File: config.mk
export PLATFORM = sky130hd
export DESIGN_NAME = mem_access_ctrl
export DESIGN_NICKNAME = d
export VERILOG_FILES = /design/src/hdl/mem_pkg.sv /design/src/hdl/mem_access_ctrl.sv
export SDC_FILE = /design/constraint.sdc
export NUM_CORES = 1
export LEC_CHECK = 0
export BUFFER_PORTS_ARGS = -buffer_cell sky130_fd_sc_hd__buf_2
export CAP_MARGIN = 15
export CORE_AREA = 2 2 133 135
export DETAILED_ROUTE_END_ITERATION = 8
export DIE_AREA = 0 0 135 137
export PLACE_DENSITY_LB_ADDON = 0.25
export SLEW_MARGIN = 20
export SYNTH_ARGS = -nofsm -noshare
export SYNTH_HDL_FRONTEND = slang
export SYNTH_SLANG_ARGS = --single-unit
File: constraint.sdc
create_clock -name clk -period 5.9 [get_ports clk]
set_input_delay 0.295 -clock clk [delete_from_list [all_inputs] [get_ports clk]]
set_output_delay 0.295 -clock clk [all_outputs]
set_load 0.05 [all_outputs]
File: src/hdl/mem_pkg.sv
// ****************************************
// data memory shared types
// access width, op and status encodings,
// request and response structs for the
// req/ack data memory port
// ****************************************

package mem_pkg;

    // data path width of the core
    localparam int xlen = 64;

    // access size as log2 of the byte count
    typedef enum logic [1:0] {
        w8  = 2'd0,
        w16 = 2'd1,
        w32 = 2'd2,
        w64 = 2'd3
    } width_e;

    typedef enum logic [0:0] {
        op_load  = 1'b0,
        op_store = 1'b1
    } mem_op_e;

    // response status with 2'd3 unused
    typedef enum logic [1:0] {
        resp_ok         = 2'd0,
        resp_misaligned = 2'd1,
        resp_range      = 2'd2
    } resp_e;

    // one load or store request
    typedef struct packed {
        mem_op_e          op;
        width_e           width;
        // load zero-extends when set
        logic             is_unsigned;
        // byte address
        logic [xlen-1:0]  addr;
        // store value sits in the low bits
        logic [xlen-1:0]  wdata;
    } mem_req_t;

    // rdata is zero for stores and faults
    typedef struct packed {
        resp_e            status;
        logic [xlen-1:0]  rdata;
    } mem_rsp_t;

endpackage
File: src/hdl/mem_access_ctrl.sv
// ****************************************
// data memory access controller
// four-phase req/ack FSM, window range and
// alignment checks, ram sequencing and the
// response register
// ****************************************

`timescale 1ns/1ps

module mem_access_ctrl #(
    parameter logic [63:0] ram_base      = 64'h0000_0000_8000_0000,
    parameter int          ram_addr_bits = 9
) (
    input  logic                       clk,
    input  logic                       rst,
    input  logic                       req,
    input  mem_pkg::mem_req_t          req_data,
    output logic                       ack,
    output mem_pkg::mem_rsp_t          rsp,
    output logic                       ram_en,
    output logic                       ram_we,
    output logic [ram_addr_bits-1:0]   pair_index,
    output mem_pkg::width_e            cur_width,
    output logic [2:0]                 cur_offset,
    output logic                       cur_unsigned,
    output logic [mem_pkg::xlen-1:0]   cur_wdata,
    input  logic [mem_pkg::xlen-1:0]   load_value
);

    // window length in bytes with 8 per pair
    localparam logic [63:0] ram_len = 64'd8 << ram_addr_bits;

    typedef enum logic [1:0] {
        st_idle,
        st_access,
        st_respond,
        st_release
    } state_e;

    state_e            state;
    mem_pkg::mem_req_t req_q;
    mem_pkg::resp_e    status_q;

    // checks on the incoming request
    logic [63:0]       acc_size;
    logic [63:0]       new_off;
    logic              misaligned;
    logic              in_range;
    mem_pkg::resp_e    chk_status;

    // byte offset of the latched request
    logic [63:0]       req_off;

    always_comb begin
        case (req_data.width)
            mem_pkg::w8: begin
                acc_size   = 64'd1;
                misaligned = 1'b0;
            end
            mem_pkg::w16: begin
                acc_size   = 64'd2;
                misaligned = req_data.addr[0];
            end
            mem_pkg::w32: begin
                acc_size   = 64'd4;
                misaligned = |req_data.addr[1:0];
            end
            default: begin
                acc_size   = 64'd8;
                misaligned = |req_data.addr[2:0];
            end
        endcase
        new_off = req_data.addr - ram_base;
        // last byte must stay inside the window
        in_range = (req_data.addr >= ram_base) && (new_off <= ram_len - acc_size);
        // range fault wins over alignment
        if (!in_range) begin
            chk_status = mem_pkg::resp_range;
        end else if (misaligned) begin
            chk_status = mem_pkg::resp_misaligned;
        end else begin
            chk_status = mem_pkg::resp_ok;
        end
    end

    // request latch taken when idle sees req
    always_ff @(posedge clk) begin
        if (state == st_idle && req) begin
            req_q    <= req_data;
            status_q <= chk_status;
        end
    end

    always_ff @(posedge clk) begin
        if (rst) begin
            state  <= st_idle;
            ack    <= 1'b0;
            rsp    <= '0;
            ram_en <= 1'b0;
            ram_we <= 1'b0;
        end else begin
            case (state)
                st_idle: begin
                    if (req) begin
                        // faults skip the ram but keep the same latency
                        ram_en <= (chk_status == mem_pkg::resp_ok);
                        ram_we <= (chk_status == mem_pkg::resp_ok) &&
                                  (req_data.op == mem_pkg::op_store);
                        state  <= st_access;
                    end
                end
                st_access: begin
                    // ram registers read or commits write here
                    ram_en <= 1'b0;
                    ram_we <= 1'b0;
                    state  <= st_respond;
                end
                st_respond: begin
                    rsp.status <= status_q;
                    if (status_q == mem_pkg::resp_ok && req_q.op == mem_pkg::op_load) begin
                        rsp.rdata <= load_value;
                    end else begin
                        rsp.rdata <= '0;
                    end
                    ack   <= 1'b1;
                    state <= st_release;
                end
                st_release: begin
                    // hold ack until requester lets go
                    if (!req) begin
                        ack   <= 1'b0;
                        state <= st_idle;
                    end
                end
                default: state <= st_idle;
            endcase
        end
    end

    // ram and lane units see the latched request
    assign req_off      = req_q.addr - ram_base;
    assign pair_index   = req_off[ram_addr_bits+2:3];
    assign cur_width    = req_q.width;
    assign cur_offset   = req_q.addr[2:0];
    assign cur_unsigned = req_q.is_unsigned;
    assign cur_wdata    = req_q.wdata;

endmodule

==> results.toml <==
[finish]
postLayoutCoreUtil = 0.510
syn2layout_area_growth_pct = 30.2
post_route_cells_drive_above_1_share = 0.455
num-nets-final = 1083
stdcell_area_um2 = 8700

[setup_path]
cp-end-kind = "flip-flop"
rrSetupSlack_ns = 3.45
cpLargestDelayFamily = "buffers and inverters"
cpPeakStageDelay_ns = 0.58
startpoint_type = "flip-flop"
worst-path-buf-inv = 3
path_class = "reg2reg"
critPathMaxFanout = 69
crit_top_cell = "buf_4"
slowest_stage = "buf_4"
arrival_ns = 2.81
crit_chain = "inv_1 -> ha_2 -> buf_4 -> nor4b_2 -> buf_4 -> a21oi_1 -> nor2_1"
required_ns = 6.25

[sta]
hold_viol = 0
tightest_slew_ns = 0.743
fin_crit_ns = 2.45
setup_ws_ns = 3.45
setup-tns-final_ns = 0
setup_violations = 0
slew_headroom = 0.505
fmax_ghz = 0.408
rsz0062_at_grt = "false"
post-route-period-util = 0.416
slew_violations = 0
skew_ns = 0.0107

[clocking]
cts_buffers = 17
post_cts_resized = 0
cts_buffer_depth = 2
htree_levels = 4
cts_setup_buffers = 0
cts_root_buffer = "clkbuf_16"
cts_tree = "yes"
clk_latency_ns = 0.42
clk_pin_slew_ns = 0.07
cts_sinks = 153
cts_hold_buf = 0

[grt]
grt_overflow = 0
grt_usage = 0.175
grt_pass1_wl_um = 24900
antenna_found_initial = 2
grt_pass1_vias = 4837
grt_start_max_net_pins = 85

[logic_synthesis]
syn-cell-area_um2 = 6690
synth-async-reset-ratio = 0
synth_cell_type_count = 58
yosysSeqAreaShare = 0.581
dominantRegCellSynth = "edfxtp_1"
yosysMostFrequentCell = "edfxtp_1"
synth.avg_cell_area_um2 = 11.1
ys_ff_latch = 153
yosysTopAreaCell = "edfxtp_1"
synth_top_area_share = 0.368
synth_cells = 600
ys_warn_count = 0
synth_edf_count = 82
synth.area.top_cells = "edfxtp_1 37%, dfxtp_1 21%, buf_4 8.9%, nor2b_1 6.1%, a21oi_1 5.0%"
synth_common_cells = "82 x edfxtp_1, 80 x nor2_1, 79 x buf_4"

[route]
wl_per_cell_um = 15.3
via_per_inst = 4.64
drt-initial-drc-count = 253
num_vias = 5151
ant_nets = 0
drcViolationCount = 0
dr.pass1.iters = 6
drt_wl_total_um = 17000

[power_and_ir_drop]
combPwrFrac = 0.270
switchingPower_mw = 1.22
clock_power_share = 0.330
seqPwrFrac = 0.400
powerDensity_nw_per_um2 = 386
p_leak_nw = 3.96
netSwitchingFraction = 0.363
p_int_mw = 2.14
ir_drop_v = 0.000240

[place]
place_area_um2 = 8070
place_ws_ns = 3.31
io_buffers = 346
dpl.hpwl_um = 12600
gp_congestion = 0.836

[status]
outcome = "finished, final reports clean"

[die]
core_region_area_um2 = 17100
io_pins = 347
initial_utilization = 0.392
die_area_um2 = 18500
fp.dieW_um = 135
rows = 48
die_h_um = 137

[hold_path]
hold_path.class = "in2reg"

[job]
maxCapViolCount = 0
## cell type report
class	count	area, um2
Antenna cell	2	5.00
Clock buffer	17	425
Clock inverter	15	178
Fill cell	1617	8350
Inverter	11	41.3
Multi-Input combinational cell	338	2110
Sequential cell	153	3880
Tap cell	225	282
Timing Repair Buffer	350	1780
## power groups by stage
stage / combinational [mW] / clock (mW) / sequential, mW
after floorplan: 0.756 / 0 / 1.40
after global placement: 0.899 / 0 / 1.37
after detailed placement: 0.896 / 0 / 1.37
after CTS: 0.898 / 1.14 / 1.35
after global routing: 0.954 / 1.18 / 1.36
final: 0.906 / 1.11 / 1.34
## worst paths after layout
path                          from                 endpoint  cells after the start
max          state[0]$_SDFFE_PP0P_      rsp[5]$_SDFFE_PP0P_                      7
min                   req_data[19]  cur_wdata[19]$_DFFE_PP_                      1
max reg2reg  state[0]$_SDFFE_PP0P_      rsp[5]$_SDFFE_PP0P_                      7
min reg2reg    ram_en$_SDFFE_PP0P_      ram_en$_SDFFE_PP0P_                      2
## routing by layer
layer | vias up | GRT usage | part of all wire
li1 | 2568 | - | -
met1 | 2362 | 0.198 | 0.40
met2 | 203 | 0.310 | 0.52
met3 | 18 | 0.0522 | 0.070
met4 | 0 | 0.0648 | 0.014
met5 | - | 0 | 0
## placed cells by master (no fill, tap or decap), types with 3 or more instances in the layout
cell type,synthesis,layout
a211oi_1,3,3
a21oi_1,67,67
and3_1,3,3
and4b_1,3,3
buf_2,0,346
buf_4,79,3
clkbuf_16,0,17
conb_1,1,4
dfxtp_1,71,71
edfxtp_1,82,82
ha_1,13,12
inv_1,10,10
inv_6,0,5
inv_8,0,5
mux2i_1,4,4
nand2_1,11,11
nand3_1,4,4
nand4_1,8,8
nand4b_1,3,3
nor2_1,80,80
nor2b_1,65,65
nor3_1,3,3
nor4_1,9,9
nor4_2,3,3
nor4_4,3,3
nor4b_1,4,3
o21ai_0,3,3
or4_1,4,4
xnor2_1,4,4
xor2_1,3,3
## state kept, by name, summed over array words and instances (netlist names)
register / flops
rsp: 66
cur_wdata: 64
req_q: 10
cur_offset: 3
cur_width: 2
state: 2
status_q: 2
ack: 1
cur_unsigned: 1
ram_en: 1
ram_we: 1
## logic make-up (layout without fill, tap and decap cells)
kind of cell | count (synthesis) | after routing | share of synthesized area
AOI/OAI and AO/OA | 89 | 89 | 0.0775
other | 1 | 6 | 0.000561
adders and majority gates | 13 | 13 | 0.0243
DFF | 153 | 153 | 0.581
buffers and inverters | 112 | 393 | 0.107
xor gates and xnor gates | 7 | 7 | 0.00917
and+or+nand+nor | 221 | 221 | 0.194
muxes | 4 | 4 | 0.00599
## through the flow
| step | hold slack, ns | power (mW) | instances |
|---|---|---|---|
| after global routing | 0.0260 | 3.49 | 1111 |
| after CTS | 0.0267 | 3.39 | 1108 |
| after floorplan | 0.394 | 2.16 | 603 |
| after detailed placement | 0.438 | 2.27 | 1076 |
| final | 0.0480 | 3.36 | 1111 |
| after global placement | 0.425 | 2.27 | 1076 |
Power figures use the tool's default switching activity.
