[src/hdl/mem_pkg.sv]
// ****************************************
// data memory shared types
// access width, op and status encodings,
// request and response structs for the
// req/ack data memory port
// ****************************************

package mem_pkg;

    // data path width of the core
    localparam int xlen = 64;

    // access size as log2 of the byte count
    typedef enum logic [1:0] {
        w8  = 2'd0,
        w16 = 2'd1,
        w32 = 2'd2,
        w64 = 2'd3
    } width_e;

    typedef enum logic [0:0] {
        op_load  = 1'b0,
        op_store = 1'b1
    } mem_op_e;

    // response status with 2'd3 unused
    typedef enum logic [1:0] {
        resp_ok         = 2'd0,
        resp_misaligned = 2'd1,
        resp_range      = 2'd2
    } resp_e;

    // one load or store request
    typedef struct packed {
        mem_op_e          op;
        width_e           width;
        // load zero-extends when set
        logic             is_unsigned;
        // byte address
        logic [xlen-1:0]  addr;
        // store value sits in the low bits
        logic [xlen-1:0]  wdata;
    } mem_req_t;

    // rdata is zero for stores and faults
    typedef struct packed {
        resp_e            status;
        logic [xlen-1:0]  rdata;
    } mem_rsp_t;

endpackage
[src/hdl/load_lane_extract.sv]
// ****************************************
// load lane extractor
// picks the addressed byte, half, word or
// doubleword from a pair and extends it
// ****************************************

`timescale 1ns/1ps

module load_lane_extract (
    input  logic [mem_pkg::xlen-1:0]   word,
    input  logic [2:0]                 offset,
    input  mem_pkg::width_e            width,
    input  logic                       is_unsigned,
    output logic [mem_pkg::xlen-1:0]   value
);

    // field moved down to bit 0
    logic [mem_pkg::xlen-1:0] shifted;

    // fill bit for the upper part
    logic fill;

    // byte offset times 8
    assign shifted = word >> {offset, 3'b000};

    always_comb begin
        case (width)
            mem_pkg::w8: begin
                fill  = shifted[7] & ~is_unsigned;
                value = {{56{fill}}, shifted[7:0]};
            end
            mem_pkg::w16: begin
                fill  = shifted[15] & ~is_unsigned;
                value = {{48{fill}}, shifted[15:0]};
            end
            mem_pkg::w32: begin
                fill  = shifted[31] & ~is_unsigned;
                value = {{32{fill}}, shifted[31:0]};
            end
            default: begin
                // w64 fills nothing and ignores the sign flag
                fill  = 1'b0;
                value = shifted;
            end
        endcase
    end

    // for w64 the offset is always zero
    // once alignment has passed, so shifted
    // equals word here

endmodule

[config.mk]
export PLATFORM = sky130hd
export DESIGN_NAME = load_lane_extract
export DESIGN_NICKNAME = d
export VERILOG_FILES = /design/src/hdl/mem_pkg.sv /design/src/hdl/load_lane_extract.sv
export SDC_FILE = /design/constraint.sdc
export NUM_CORES = 1
export LEC_CHECK = 0
export BUFFER_PORTS_ARGS = -buffer_cell sky130_fd_sc_hd__buf_2
export CAP_MARGIN = 5
export CORE_ASPECT_RATIO = 0.6
export CORE_UTILIZATION = 42
export DETAILED_ROUTE_END_ITERATION = 10
export PLACE_DENSITY_LB_ADDON = 0.12
export SLEW_MARGIN = 10
export SYNTH_ARGS = -nofsm -noshare
export SYNTH_HDL_FRONTEND = slang
export SYNTH_SLANG_ARGS = --single-unit
export TNS_END_PERCENT = 100
[constraint.sdc]
create_clock -name vclk -period 2
set_clock_uncertainty 0.05 [all_clocks]
set_input_delay 0.4 -clock vclk [all_inputs]
set_output_delay 0.4 -clock vclk [all_outputs]
set_load 0.01 [all_outputs]
==> qor.yml, run 1 <==
critical_path.cell_chain: "buf_12, buf_4, buf_12, buf_12, mux2i_1, o2bb2ai_2, buf_4, nand2_1, nand4_1, buf_2"
fillerInstances: 238
crit_arrival_ns: 1.90
io_pins: 134
routedWlPerCell_um: 27.19
hold_class: "in2out"
gp_congestion: 0.8635
wl_um: 14790
clkbuf_count: 0
worst-path-max-fanout: 8
worst_pin_slew_ns: 0.3320
crit_buf_inv: 6
drt_pass1_iterations: 5
violations: "negative setup slack"
final_nets: 550
ant_nets: 0
yosys.area.top_type: "mux4_2"
cp_slowest_cell: "mux2i_1"
ys_types: 32
grt_max_degree: 20
synth_area_leaders: "mux4_2 24%, mux2i_1 20%, nand4_1 7.1%, nand2_1 6.0%, o2111ai_1 5.3%"
crit_top_cell: "buf_12"
peakVddDrop_v: 0.0001662
critPathLaunchType: "input port"
setup_ws_ns: -0.3494
cap_violations: 0
seqCellArea_um2: 0
dr.first_iter.drc_count: 563
port_buffers: 134
timing.slew.headroom_pct: 77.24
yosys_warnings: 0
core_region_area_um2: 5155
syn_nets: 334
dp_slack_ns: -0.2518
pwr_density_cell_nw_per_um2: 295.5
syn_avg_cell_area_um2: 8.711
netlist_area_um2: 2300
crit_family: "buffers and inverters"
worstPathRequired_ns: 1.55
postSynthCellCount: 264
diodes: 0
setup_viol: 63
drv_slew: 0
finalCritPeriodShare_pct: 117.5
rows: 20
synth_top_cell_area_share_pct: 24.48
final.min_clock_period_ns: 2.349
placed_area_um2: 3448
slowest_delay_ns: 0.34
start_util_pct: 44.61
vias_per_cell: 7.230
die_y_um: 59.32
multi_input_area_um2: 2352
finalInstanceArea_um2: 4534
drc: 0
clock.fmax_mhz: 425.6
yosysSeqAreaShare_pct: 0
via_count: 3933
grt.total_usage_pct: 39.73
grt_pass1_wl_um: 17920
rsz0062_at_grt: "yes"
drive_gt1_share_pct: 70.08
tns_ns: -13.95
antenna_found_initial: 0
grt.overflow.total: 0
min-delay-start: "word[60]"
min_to: "value[60]"
min_path_cells: 4
outcome: "finished, violations left"
first_global_vias: 3345
p_leak_nw: 2.293
path_class: "in2out"
n_sequential_cell: 0
worstSetupEndpointType: "output pin"
die_width_um: 97.53
finalHoldViolations: 0
fp.dieArea_um2: 5785
syn_to_final_growth_pct: 97.17
hpwlAfterDp_um: 7153
==> area by class of cell <==
| class | instances | area share, % |
|---|---|---|
| multi-input cells | 227 | 51.88 |
| well taps | 66 | 1.821 |
| repair buffers | 251 | 46.30 |
==> worst max path at each step <==
| stage | startpoint | endpoint | slack [ns] | cells past startpoint |
|---|---|---|---|---|
| 2_1_floorplan | offset[0] | value[6] | 0.01 | 6 |
| 3_3_place_gp | offset[1] | value[15] | -0.20 | 7 |
| 3_5_place_dp | offset[1] | value[20] | -0.25 | 7 |
| 4_1_cts | offset[1] | value[41] | -0.18 | 9 |
| 5_1_grt | offset[1] | value[40] | -0.33 | 10 |
| 6_report | offset[1] | value[40] | -0.35 | 10 |
==> metrics by stage <==
stage / hold WS, ns / power [mW] / std cells / util (%)
2_1_floorplan: 0.8982 / 0.5161 / 264 / -
3_3_place_gp: 1.115 / 0.9272 / 504 / 66.89
3_5_place_dp: 1.121 / 0.9378 / 504 / 66.89
4_1_cts: 1.127 / 1.144 / 540 / 82.69
5_1_grt: 1.177 / 1.377 / 544 / 87.96
6_report: 1.143 / 1.340 / 544 / 87.96
==> synthesized netlist by cell type (4+ instances only) <==
cell,number
mux2i_1,47
nand2_1,37
nand4_1,26
mux4_2,25
buf_2,15
o2111ai_1,14
nand3_1,11
mux2_2,10
buf_4,9
buf_6,9
o2bb2ai_1,9
o21ai_0,8
o211ai_1,6
a22oi_1,5
nand2b_1,4
nor2_1,4
nor2b_1,4
==> power by group <==
part           switching [mW]  total, mW  internal [mW]
registers                   0          0              0
clock network               0          0              0
logic                   0.653       1.34          0.687
==> cells by family (layout without fill, tap and decap cells) <==
| logic type | count (synthesis) | count (layout) | synth area share [%] |
|---|---|---|---|
| compound gates | 51 | 51 | 18.01 |
| buf+inv | 37 | 251 | 11.32 |
| simple gates | 94 | 94 | 20.84 |
| mux | 82 | 82 | 49.84 |
==> layer usage <==
layer | vias up | part of all wire [%] | track usage (%)
li1 | 1518 | - | -
met3 | 153 | 15 | 5.542
met1 | 1779 | 35 | 54.66
met4 | 0 | 8.2 | 14.92
met2 | 483 | 42 | 64.64
met5 | - | 0 | 0
==> cells in the final DEF (no fill, tap or decap), types with 3 or more instances in the layout <==
master / count
nand4_1: 26
buf_16: 7
buf_12: 12
o2bb2ai_2: 3
mux2i_2: 11
o211ai_1: 6
buf_4: 80
mux2i_1: 33
nand3_2: 6
nand2b_4: 3
o2111ai_2: 7
o2111ai_1: 8
mux2_2: 4
mux2i_4: 3
o21ai_0: 3
a22oi_1: 3
mux4_2: 25
mux2_4: 6
nand3_1: 4
buf_8: 5
o21ai_1: 6
nand2_1: 36
a22oi_2: 3
buf_6: 30
buf_2: 114
o2bb2ai_1: 6
==> what timing repair did <==
action	CTS	global route
pin swaps	15	17
hold endpoints to repair	0	0
setup buffers	25	7
gates cloned	12	2
hold buffers	0	0
resized for setup	83	54
endpoints found under the setup margin	63	63
Power figures use the tool's default switching activity.
==> run 2: changes to the inputs <==
--- a/config.mk
+++ b/config.mk
@@ -10,7 +10,7 @@
 export CORE_ASPECT_RATIO = 0.6
 export CORE_UTILIZATION = 42
 export DETAILED_ROUTE_END_ITERATION = 10
-export PLACE_DENSITY_LB_ADDON = 0.12
+export PLACE_DENSITY = 0.8
 export SLEW_MARGIN = 10
 export SYNTH_ARGS = -nofsm -noshare
 export SYNTH_HDL_FRONTEND = slang
==> qor.yml, run 2 <==
worstEpCategory: "top-level output"
synthMostInstantiatedCell: "mux2i_1"
hpwlAfterDp_um: 7193
grt_max_degree: 27
netlist_area_um2: 2300
postSynthCellCount: 264
gp_congestion: 0.9175
postGrtWorstEndpoint: "value[38]"
ys_types: 32
dp_slack_ns: -0.2933
rows: 20
error_line: "[ERROR DPL-0038] Utilization greater than 100%, impossible to legalize"
synth_top_cell_area_share_pct: 24.48
yosys.area.top_type: "mux4_2"
synth_area_leaders: "mux4_2 24%, mux2i_1 20%, nand4_1 7.1%, nand2_1 6.0%, o2111ai_1 5.3%"
io_pins: 134
synthTopCellsByCount: "47 x mux2i_1, 37 x nand2_1, 26 x nand4_1"
stop_stage: "global routing (5_1_grt)"
yosysSeqAreaShare_pct: 0
outcome: "stopped before the end"
die_y_um: 59.32
start_util_pct: 44.61
syn_nets: 334
yosys_warnings: 0
die_width_um: 97.53
syn_avg_cell_area_um2: 8.711
port_buffers: 134
## run 2: cell families after synthesis
group,synth area share (%)
compound gates,18.01
buf+inv,11.32
mux,49.84
simple gates,20.84
## run 2: what timing repair did
item,in CTS
endpoints found under the hold margin,0
setup buffers,30
endpoints found under the setup margin,63
pin swaps,30
gates cloned,14
resized for setup,115
hold buffers,0
## run 2: metrics by stage
step | cells | utilization [%] | area [um^2]
4_1_cts | 534 | 86.92 | 4481
3_5_place_dp | 492 | 65.87 | 3396
3_3_place_gp | 492 | 65.87 | 3396
2_1_floorplan | 264 | - | 2302
==> run 3: changes to the inputs <==
--- a/config.mk
+++ b/config.mk
@@ -7,10 +7,9 @@
 export LEC_CHECK = 0
 export BUFFER_PORTS_ARGS = -buffer_cell sky130_fd_sc_hd__buf_2
 export CAP_MARGIN = 5
-export CORE_ASPECT_RATIO = 0.6
-export CORE_UTILIZATION = 42
+export CORE_UTILIZATION = 27
 export DETAILED_ROUTE_END_ITERATION = 10
-export PLACE_DENSITY = 0.8
+export PLACE_DENSITY_LB_ADDON = 0.15
 export SLEW_MARGIN = 10
 export SYNTH_ARGS = -nofsm -noshare
 export SYNTH_HDL_FRONTEND = slang
==> constraint.sdc (replaced) <==
create_clock -name vclk -period 2.6
set_clock_uncertainty 0.05 [all_clocks]
set_input_delay 0.52 -clock vclk [all_inputs]
set_output_delay 0.52 -clock vclk [all_outputs]
set_load 0.01 [all_outputs]
==> qor.yml, run 3 (synthesis results as in run 1) <==
outcome: "completed"
antenna_found_initial: 0
crit_top_cell: "buf_4"
finalHoldViolations: 0
port_buffers: 134
diodes: 0
grt_max_degree: 33
setup_viol: 0
p_leak_nw: 1.642
cp_slowest_cell: "buf_6"
path_class: "in2out"
clock.fmax_mhz: 400.0
cap_violations: 0
die_y_um: 94.29
wl_um: 9498
gp_congestion: 0.7797
critical_path.cell_chain: "buf_4, buf_4, mux2i_1, nand2_1, o211ai_2, buf_6, o2111ai_1, buf_2"
via_count: 2810
clkbuf_count: 0
grt_pass1_wl_um: 14230
fillerInstances: 881
first_global_vias: 2752
worstSetupEndpointType: "output pin"
grt.overflow.total: 0
layout_commonest_cell: "buf_2"
fp.dieArea_um2: 8891
tns_ns: 0
ant_nets: 0
hpwlAfterDp_um: 6832
timing.slew.headroom_pct: 70.07
rsz0062_at_grt: "no"
final.min_clock_period_ns: 2.500
finalCritPeriodShare_pct: 96.16
crit_arrival_ns: 1.93
drive_gt1_share_pct: 52.70
rows: 33
dr.first_iter.drc_count: 184
crit_buf_inv: 4
slowest_delay_ns: 0.28
drv_slew: 0
critPathLaunchType: "input port"
grt.total_usage_pct: 20.35
vias_per_cell: 5.688
seqCellArea_um2: 0
mostFrequentLayoutCells: "132 x buf_2, 46 x mux2i_1, 37 x nand2_1"
die_width_um: 94.29
routedWlPerCell_um: 19.23
pwr_density_cell_nw_per_um2: 211.1
min-delay-start: "word[58]"
crit_family: "buffers and inverters"
syn_to_final_growth_pct: 41.19
peakVddDrop_v: 0.00007719
worst_pin_slew_ns: 0.4479
power.total_uw: 685.5
core_region_area_um2: 8217
worstPathRequired_ns: 2.03
startpoint: "offset[0]"
final_nets: 461
worst-path-max-fanout: 32
start_util_pct: 27.99
io_pins: 134
n_sequential_cell: 0
drc: 0
hold_class: "in2out"
drt_pass1_iterations: 4
==> run 3: final timing paths <==
| check | to | slack (ns) | depth (start not counted) |
|---|---|---|---|
| worst min-delay path | value[58] | 1.36 | 4 |
| worst max-delay path | value[48] | 0.1 | 8 |
==> run 3: routing by layer <==
metal / track usage (%) / routed length, um
met1: 26.91 / 3985
met4: 3.974 / 74
met2: 36.11 / 4807
met3: 1.294 / 630
met5: 0 / 0
==> run 3: tightest hold or removal path: stages <==
cell and delay (ns):
buf_2 0.12, nand2_1 0.06, nand4_1 0.07, buf_2 0.12
==> run 3: cell type report <==
type / count / area, um^2 / share of cell area [%]
repair buffers: 162 / 1065 / 32.79
multi-input cells: 227 / 2051 / 63.16
well taps: 105 / 131.4 / 4.046
==> run 3: stage by stage <==
| stage | instances | setup slack, ns | area [um^2] | util, % | hold WS (ns) |
|---|---|---|---|---|---|
| 4_1_cts | 493 | 0.01731 | 3203 | 38.98 | 1.366 |
| 6_report | 494 | 0.09988 | 3247 | 39.52 | 1.361 |
| 3_3_place_gp | 490 | -0.02112 | 3124 | 38.02 | 1.388 |
| 2_1_floorplan | 264 | 0.3554 | 2300 | - | 1.138 |
| 3_5_place_dp | 490 | -0.03296 | 3124 | 38.02 | 1.366 |
| 5_1_grt | 494 | 0.008948 | 3247 | 39.52 | 1.396 |
==> run 3: what timing repair did <==
action / in CTS / in global routing
hold buffers: 0 / 0
pin swaps: 1 / 0
cloned: 2 / 1
setup endpoints to repair: 5 / 28
gates resized for setup: 2 / 6
buffers inserted: 1 / 0
==> run 3: power by group <==
part	internal [mW]	switching, mW	leakage [nW]	total (mW)
clock	0	0	0	0
combinational	0.336	0.350	1.64	0.686
sequential	0	0	0	0
total	0.336	0.350	1.64	0.686
