File: src/hdl/mem_pkg.sv
// ****************************************
// data memory shared types
// access width, op and status encodings,
// request and response structs for the
// req/ack data memory port
// ****************************************

package mem_pkg;

    // data path width of the core
    localparam int xlen = 64;

    // access size as log2 of the byte count
    typedef enum logic [1:0] {
        w8  = 2'd0,
        w16 = 2'd1,
        w32 = 2'd2,
        w64 = 2'd3
    } width_e;

    typedef enum logic [0:0] {
        op_load  = 1'b0,
        op_store = 1'b1
    } mem_op_e;

    // response status with 2'd3 unused
    typedef enum logic [1:0] {
        resp_ok         = 2'd0,
        resp_misaligned = 2'd1,
        resp_range      = 2'd2
    } resp_e;

    // one load or store request
    typedef struct packed {
        mem_op_e          op;
        width_e           width;
        // load zero-extends when set
        logic             is_unsigned;
        // byte address
        logic [xlen-1:0]  addr;
        // store value sits in the low bits
        logic [xlen-1:0]  wdata;
    } mem_req_t;

    // rdata is zero for stores and faults
    typedef struct packed {
        resp_e            status;
        logic [xlen-1:0]  rdata;
    } mem_rsp_t;

endpackage
File: src/hdl/store_lane_gen.sv
// ****************************************
// store lane generator
// builds byte enables and lane-aligned
// write data for 8/16/32/64-bit stores
// ****************************************

`timescale 1ns/1ps

module store_lane_gen (
    input  mem_pkg::width_e            width,
    input  logic [2:0]                 offset,
    input  logic [mem_pkg::xlen-1:0]   store_data,
    output logic [7:0]                 be,
    output logic [mem_pkg::xlen-1:0]   lane_data
);

    // unshifted enable pattern for the width
    logic [7:0] base_be;

    // low field copied into every aligned lane
    // and the byte enables pick the one written
    always_comb begin
        case (width)
            mem_pkg::w8: begin
                base_be   = 8'h01;
                lane_data = {8{store_data[7:0]}};
            end
            mem_pkg::w16: begin
                base_be   = 8'h03;
                lane_data = {4{store_data[15:0]}};
            end
            mem_pkg::w32: begin
                base_be   = 8'h0f;
                lane_data = {2{store_data[31:0]}};
            end
            default: begin
                // w64
                base_be   = 8'hff;
                lane_data = store_data;
            end
        endcase
    end

    // offset is aligned by the controller
    // so the pattern never wraps
    assign be = base_be << offset;

endmodule

File: config.mk
export PLATFORM = sky130hd
export DESIGN_NAME = store_lane_gen
export DESIGN_NICKNAME = d
export VERILOG_FILES = /design/src/hdl/mem_pkg.sv /design/src/hdl/store_lane_gen.sv
export SDC_FILE = /design/constraint.sdc
export NUM_CORES = 1
export LEC_CHECK = 0
export ABC_AREA = 1
export BUFFER_PORTS_ARGS = -buffer_cell sky130_fd_sc_hd__buf_2
export CORE_MARGIN = 5
export CORE_UTILIZATION = 30
export DETAILED_ROUTE_END_ITERATION = 10
export PLACE_DENSITY = 0.76
export SYNTH_ARGS = -nofsm -noshare
export SYNTH_HDL_FRONTEND = slang
export SYNTH_SLANG_ARGS = --single-unit
File: constraint.sdc
create_clock -name vclk -period 1.62
set_input_delay 0.324 -clock vclk [all_inputs]
set_output_delay 0.324 -clock vclk [all_outputs]
set_load 0.02 [all_outputs]
==> flow_summary.toml, run 1 <==
[pwr]
p_int_uw = 256
p_switching_uw = 447
p_seq_share_pct = 0
clock_power_share_pct = 0
combPwrFrac_pct = 100.0
leakagePower_nw = 1.14
swShare_pct = 63.6
p_per_area_nw_per_um2 = 405
ir_worst_vdd_uv = 156

[drt]
wl_met3_um = 455
first_pass_iters = 4
dr_wl_met2_mm = 2.44
drc_errors = 0
drtIter0Drc = 70
wl_met1_mm = 1.91
highest-signal-layer = "met4"
viasPerCell = 4.74
vias = 1876
routedWlPerCell_um = 12.2
wl_mm = 4.82
antenna_left = 0

[place]
gp_congestion = 0.815
port-buffer-count = 141
place_inst = 396
hpwlAfterDp_mm = 4.05

[sta]
finalHoldViolations = 0
fmax_mhz = 639
slew_viol_final = 0
rsz0062_at_grt = "true"
fin_crit_ns = 1.56
setup_viol = 0
tightestPinTransition_ns = 0.341
slew_headroom_pct = 77.3
fin_crit_sh_pct = 96.5

[yosys]
syn_area_per_cell_um2 = 4.59
synth_compound_area_share_pct = 8.43
synthCells = 220
synth_top_cell_by_area = "nand2_1"
synth_area_um2 = 1010
yosysTopAreaCellShare_pct = 44.6
synth.distinct_cells = 15
synth_adder_area_share_pct = 0
synth_mux_area_share_pct = 0
yosysMostFrequentCell = "nand2_1"
yosysWarningCount = 0
synthTopCellsByArea = "nand2_1 (45%), nand3_1 (21%), buf_4 (12%), o211ai_1 (5.9%), nand4_1 (5.0%)"
synth_xor_area_share_pct = 0
yosys.area_share.simple_pct = 74.8
synth_top_family_by_area = "simple AND/OR/NAND/NOR gates"
synth_nets = 289
ys_seq_area_share_pct = 0
synth_common_cells = "nand2_1 (120), nand3_1 (42), buf_4 (16)"

[finish]
clock_buffers = 0
drive_above_1_share_pct = 44.9
areaGrowthSynthToFinish_pct = 71.9
seqCellArea_um2 = 0
post-route-util_pct = 52.8
nets = 421
stdcell_count = 396
antenna_cells = 0
seq_cells = 0

[outcome]
status = "finished clean"

[setup_path]
crit_path_top_delay_cell = "buf_2"
path_class = "in2out"
crit_path_start_kind = "primary input"
critical-path-max-stage-delay_ns = 0.17
cpMostUsedCell = "buf_2"
arrival_ns = 1.24
cp.required_ns = 1.30
end_kind = "output port"
crit_chain = "buf_2, nor2_4, buf_4, nand2_1, nand3_1, buf_2"
cp_max_fo = 6

[clock_tree]
post_cts_buffers = 0

[floorplan]
die_h_um = 68.0
io_pins = 141
rows = 21
fp.dieW_um = 68.0
core_um2 = 3280
die-area_um2 = 4630
start_util_pct = 30.7

[worst_hold_path]
hp-class = "in2out"
holdCritStartpoint = "store_data[6]"
whs_endpoint = "lane_data[6]"
worstHoldPathCells = 2

[global_route]
grt-ovfl-total = 0
grt_max_degree = 26
grt_usage_pct = 18.3
grt_first_pass_wirelength_mm = 6.84
grt_pass1_vias = 1625
antenna_found_initial = 0

[run]
drv_cap = 0
power by group through the flow:
stage               combinational [mW]  sequential, mW  clock (mW)
global route                     0.768               0           0
finish                           0.704               0           0
detailed placement               0.705               0           0
global placement                 0.701               0           0
CTS                              0.707               0           0
floorplan                        0.428               0           0
metal layers:
metal | global-route usage (%) | vias up
li1 | - | 975
met1 | 21.2 | 812
met2 | 37.1 | 87
met3 | 1.48 | 2
met4 | 0.993 | 0
met5 | 0 | -
cell usage in the layout, fill, tap and decap left out, drive strengths merged:
master    n
inv       7
nand2   120
nand3    42
nand4     8
o21ai     3
o211ai    8
a21oi     2
nor2      8
buf     151
nor3      1
worst max-delay path, delay by kind of cell:
| family | cells | cell delay [ns] |
|---|---|---|
| buf+inv | 3 | 0.47 |
| simple gates | 3 | 0.44 |
final cells by class:
type | instances | area (µm²)
Fill cell | 369 | 1550
Multi-Input combinational cell | 192 | 846
Timing Repair Buffer | 151 | 806
Tap cell | 46 | 57.6
Inverter | 7 | 26.3
stage by stage:
| stage | power [mW] | setup TNS, ns | hold WS, ns | area (µm²) | worst slack (ns) |
|---|---|---|---|---|---|
| after floorplan | 0.428 | 0 | 0.731 | 1010 | 0.185 |
| after global placement | 0.701 | 0 | 0.918 | 1730 | 0.0950 |
| after detailed placement | 0.705 | 0 | 0.915 | 1730 | 0.0660 |
| after CTS | 0.707 | 0 | 0.916 | 1730 | 0.0643 |
| after global routing | 0.768 | -0.0359 | 0.927 | 1740 | -0.0145 |
| final | 0.704 | 0 | 0.915 | 1740 | 0.0560 |
worst max path at each step:
stage                   from            end
global route        width[1]  lane_data[54]
finish              width[1]  lane_data[43]
floorplan           width[1]  lane_data[48]
detailed placement  width[0]  lane_data[43]
CTS                 width[0]  lane_data[43]
global placement    width[1]  lane_data[43]
kinds of logic (layout without fill, tap and decap cells):
kind of cell	after synthesis	count (layout)
AO/OA/AOI/OAI	13	13
buffers and inverters	28	158
AND/OR/NAND/NOR	179	179
repair_timing:
item	4_1_cts	5_1_grt
setup endpoints to repair	0	5
hold buffers	0	0
resized for setup	0	1
Note: power is estimated with default switching activity, not from simulation.
==> inputs of run 2 (changes only) <==
Settings changed: CELL_PAD_IN_SITES_DETAIL_PLACEMENT set to 1, CELL_PAD_IN_SITES_GLOBAL_PLACEMENT set to 2, CORE_UTILIZATION 30 to 12, PLACE_DENSITY 0.76 to 0.84.
==> run 2 against run 1 <==
Effect of this change: core utilization down 30 points; sequential share of layout area unchanged; non-clock buffer count is 4 higher; hold slack better by 0.011 ns; die area rose by 120%; largest power group unchanged; global-route usage shrank 5.8 points; combinational power rose by 5.3%; highest routed layer unchanged; largest cell class is now buffers.
==> flow_summary.toml, run 2 (synthesized netlist as in run 1, its figures left out) <==
[sta]
fmax_mhz = 655
slew_headroom_pct = 86.7
slew_viol_final = 0
setup_viol = 0
tightestPinTransition_ns = 0.199
rsz0062_at_grt = "false"
fin_crit_ns = 1.53
tns_ns = 0
finalHoldViolations = 0
fin_crit_sh_pct = 94.2

[place]
hpwlAfterDp_mm = 5.84
gp_congestion = 0.738
place_inst = 459
port-buffer-count = 141

[drt]
vias = 1966
routedWlPerCell_um = 14.4
drtIter0Drc = 48
antenna_left = 0
viasPerCell = 4.28
first_pass_iters = 4
wl_mm = 6.62
drc_errors = 0

[clock_tree]
cts_resized = 0
hold_buffers = 0
post_cts_buffers = 0

[finish]
nets = 425
clock_buffers = 0
stdcell_count = 459
seq_cells = 0
final_common_cell = "buf_2"
areaGrowthSynthToFinish_pct = 85.3
layout_common_cells = "buf_2 (136), nand2_1 (117), nand3_1 (42)"
antenna_cells = 0
drive_above_1_share_pct = 46.3
seqCellArea_um2 = 0

[pwr]
combPwrFrac_pct = 100.0
swShare_pct = 63.4
p_int_uw = 271
p_seq_share_pct = 0
leakagePower_nw = 1.17
clock_power_share_pct = 0
p_per_area_nw_per_um2 = 396
ir_worst_vdd_uv = 80.4
p_switching_uw = 470

[run]
drv_cap = 0

[setup_path]
critical-path-max-stage-delay_ns = 0.16
cp.required_ns = 1.30
crit_path_top_delay_cell = "nor2_4"
crit_chain = "clkbuf_4, nor2_4, buf_6, nand2_1, nand2_1, inv_1, nand2_1, buf_2"
crit_path_start_kind = "primary input"
end_kind = "output port"
cpMostUsedCell = "nand2_1"
path_class = "in2out"
arrival_ns = 1.20
cp_max_fo = 5

[floorplan]
die-area_um2 = 10300
start_util_pct = 12.3
rows = 33
fp.dieW_um = 102
core_um2 = 8220
io_pins = 141
die_h_um = 102

[outcome]
status = "finished clean"

[global_route]
grt_usage_pct = 12.4
grt-ovfl-total = 0
grt_pass1_vias = 2030
grt_first_pass_wirelength_mm = 10.6
antenna_found_initial = 0
grt_max_degree = 27

[worst_hold_path]
hp-class = "in2out"
==> run 2: metal layers <==
| metal | vias to the layer above | track usage, % | share of wire, % |
|---|---|---|---|
| met5 | - | 0 | 0 |
| met4 | 0 | 0.307 | 0.38 |
| met3 | 2 | 1.79 | 7.6 |
| met2 | 72 | 23.6 | 53 |
| met1 | 904 | 15.5 | 39 |
| li1 | 988 | - | - |
==> run 2: power by group through the flow <==
stage          logic [mW]  registers [mW]  clock network [mW]
5_1_grt             0.819               0                   0
3_5_place_dp        0.745               0                   0
2_1_floorplan       0.428               0                   0
4_1_cts             0.747               0                   0
6_report            0.741               0                   0
3_3_place_gp        0.737               0                   0
==> run 2: layout make-up <==
class              count  area (µm²)
fillers             1127        6350
repair buffers       155         860
multi-input cells    192         853
well taps            105         131
inverters              7        26.3
==> run 2: path summary, 6_finish.rpt <==
kind	start	end	depth (start not counted)
setup / recovery	width[0]	lane_data[56]	8
hold / removal	store_data[6]	lane_data[6]	2
==> run 2: metrics by stage <==
stage,hold WS (ns),setup WS (ns),power [mW],utilization [%],area (µm²)
detailed placement,0.926,0.00951,0.745,22.3,1830
finish,0.926,0.0934,0.741,22.8,1870
global placement,0.924,0.0514,0.737,22.3,1830
floorplan,0.731,0.185,0.428,-,1010
global route,0.937,0.0116,0.819,22.8,1870
CTS,0.926,0.00908,0.747,22.3,1830
==> run 2: critical path: cells and delay by family <==
| family | cells | cell delay [ns] |
|---|---|---|
| and+or+nand+nor | 4 | 0.38 |
| buffers and inverters | 4 | 0.50 |
==> inputs of run 3 (changes only) <==
Settings changed: BUFFER_PORTS_ARGS -buffer_cell sky130_fd_sc_hd__buf_2 to unset, CORE_UTILIZATION 12 to 26, DONT_BUFFER_PORTS set to 1, PLACE_DENSITY 0.84 to 0.86.
Clock period 1.62 ns to 1.8 ns, I/O delays scaled along.
==> run 3 against run 2 <==
Effect of this change: via count shrank 28%; power fell by 49%; non-clock buffer count is 151 lower; hold slack worse by 0.21 ns; sequential cell count is the same; core utilization up 3.0 points; global-route usage rose by 4.1 points; combinational power fell by 49%; largest power group unchanged.
==> flow_summary.toml, run 3 (synthesized netlist as in run 1, its figures left out) <==
[outcome]
status = "finished clean"

[drt]
antenna_left = 0
drc_errors = 0
viasPerCell = 5.65
routedWlPerCell_um = 18.8
first_pass_iters = 4
vias = 1417
wl_mm = 4.73
drtIter0Drc = 41

[floorplan]
start_util_pct = 27.2
rows = 22
io_pins = 141
die-area_um2 = 5230
core_um2 = 3720
die_h_um = 72.3
fp.dieW_um = 72.3

[finish]
antenna_cells = 0
areaGrowthSynthToFinish_pct = -5.20
stdcell_area_um2 = 957
layout_common_cells = "nand2_1 (120), nand3_1 (42), nand4_1 (8), o211ai_1 (8), nor2_1 (6)"
drive_above_1_share_pct = 4.93
nets = 274
post-route-util_pct = 25.8
final_common_cell = "nand2_1"
clock_buffers = 0
fillers = 555
seqCellArea_um2 = 0
seq_cells = 0

[global_route]
grt_first_pass_wirelength_mm = 7.11
grt_max_degree = 38
grt_pass1_vias = 1456
grt_usage_pct = 16.6
antenna_found_initial = 0
grt-ovfl-total = 0

[setup_path]
path_class = "in2out"
crit_path_top_delay_cell = "nor2_2"
cp_max_fo = 30
critical-path-max-stage-delay_ns = 0.30
arrival_ns = 1.19
cpMostUsedCell = "nand2_1"
crit_chain = "nand2_1, inv_2, nor2_2, nand2_1, nand3_1"
end_kind = "output port"
critPathTopFamily = "simple AND/OR/NAND/NOR gates"
cp.required_ns = 1.44
cp_num_buf_inv = 1
crit_path_start_kind = "primary input"
cp.depth = 5

[pwr]
combPwrFrac_pct = 100.0
p_switching_uw = 300
swShare_pct = 79.6
ir_worst_vdd_uv = 94.9
p_int_uw = 77.0
p_seq_share_pct = 0
clock_power_share_pct = 0
leakagePower_nw = 0.529
p_per_area_nw_per_um2 = 394

[place]
hpwlAfterDp_mm = 3.80
gp_congestion = 0.823
port-buffer-count = 0
placed_area_um2 = 957

[sta]
tns_ns = 0
finalHoldViolations = 0
setup_viol = 0
rsz0062_at_grt = "false"
tightestPinTransition_ns = 0.514
fin_crit_sh_pct = 85.9
fin_crit_ns = 1.55
fmax_mhz = 647
hold_ws_ns = 0.720
slew_headroom_pct = 65.6
slew_viol_final = 0

[clock_tree]
cts_resized = 0
post_cts_buffers = 0
hold_buffers = 0

[worst_hold_path]
hp-class = "in2out"
worstHoldPathCells = 0

[run]
drv_cap = 0
run 3: changes by cell type in the layout (fill, tap and decap cells not counted), sizes merged:
| cell | delta |
|---|---|
| buf | -149 |
| clkbuf | -2 |
run 3: power by group through the flow:
stage	Combinational, mW	Clock, mW	Sequential [mW]
final	0.377	0	0
after global placement	0.378	0	0
after detailed placement	0.384	0	0
after global routing	0.411	0	0
after CTS	0.384	0	0
after floorplan	0.385	0	0
run 3: final cells by class:
cell class	count	area (µm²)	share of cell area, %
tap	48	60.1	6.27
multi-input combinational	192	841	87.8
inverter	7	26.3	2.75
timing repair buffer	4	30.0	3.14
run 3: per-stage QoR:
step,std cells,worst slack [ns],power (mW)
after floorplan,220,0.293,0.385
after global placement,251,0.303,0.378
after detailed placement,251,0.249,0.384
after CTS,251,0.245,0.384
after global routing,251,0.148,0.411
final,251,0.254,0.377
run 3: worst paths after layout:
check | from | endpoint
setup / recovery | width[0] | lane_data[44]
hold / removal | store_data[3] | lane_data[3]
run 3: metal layers:
layer,vias to the layer above,track usage [%],wire [µm]
met4,0,1.25,23
met3,2,4.02,537
met1,650,19.9,1830
met5,-,0,0
li1,682,-,-
met2,83,30.6,2330
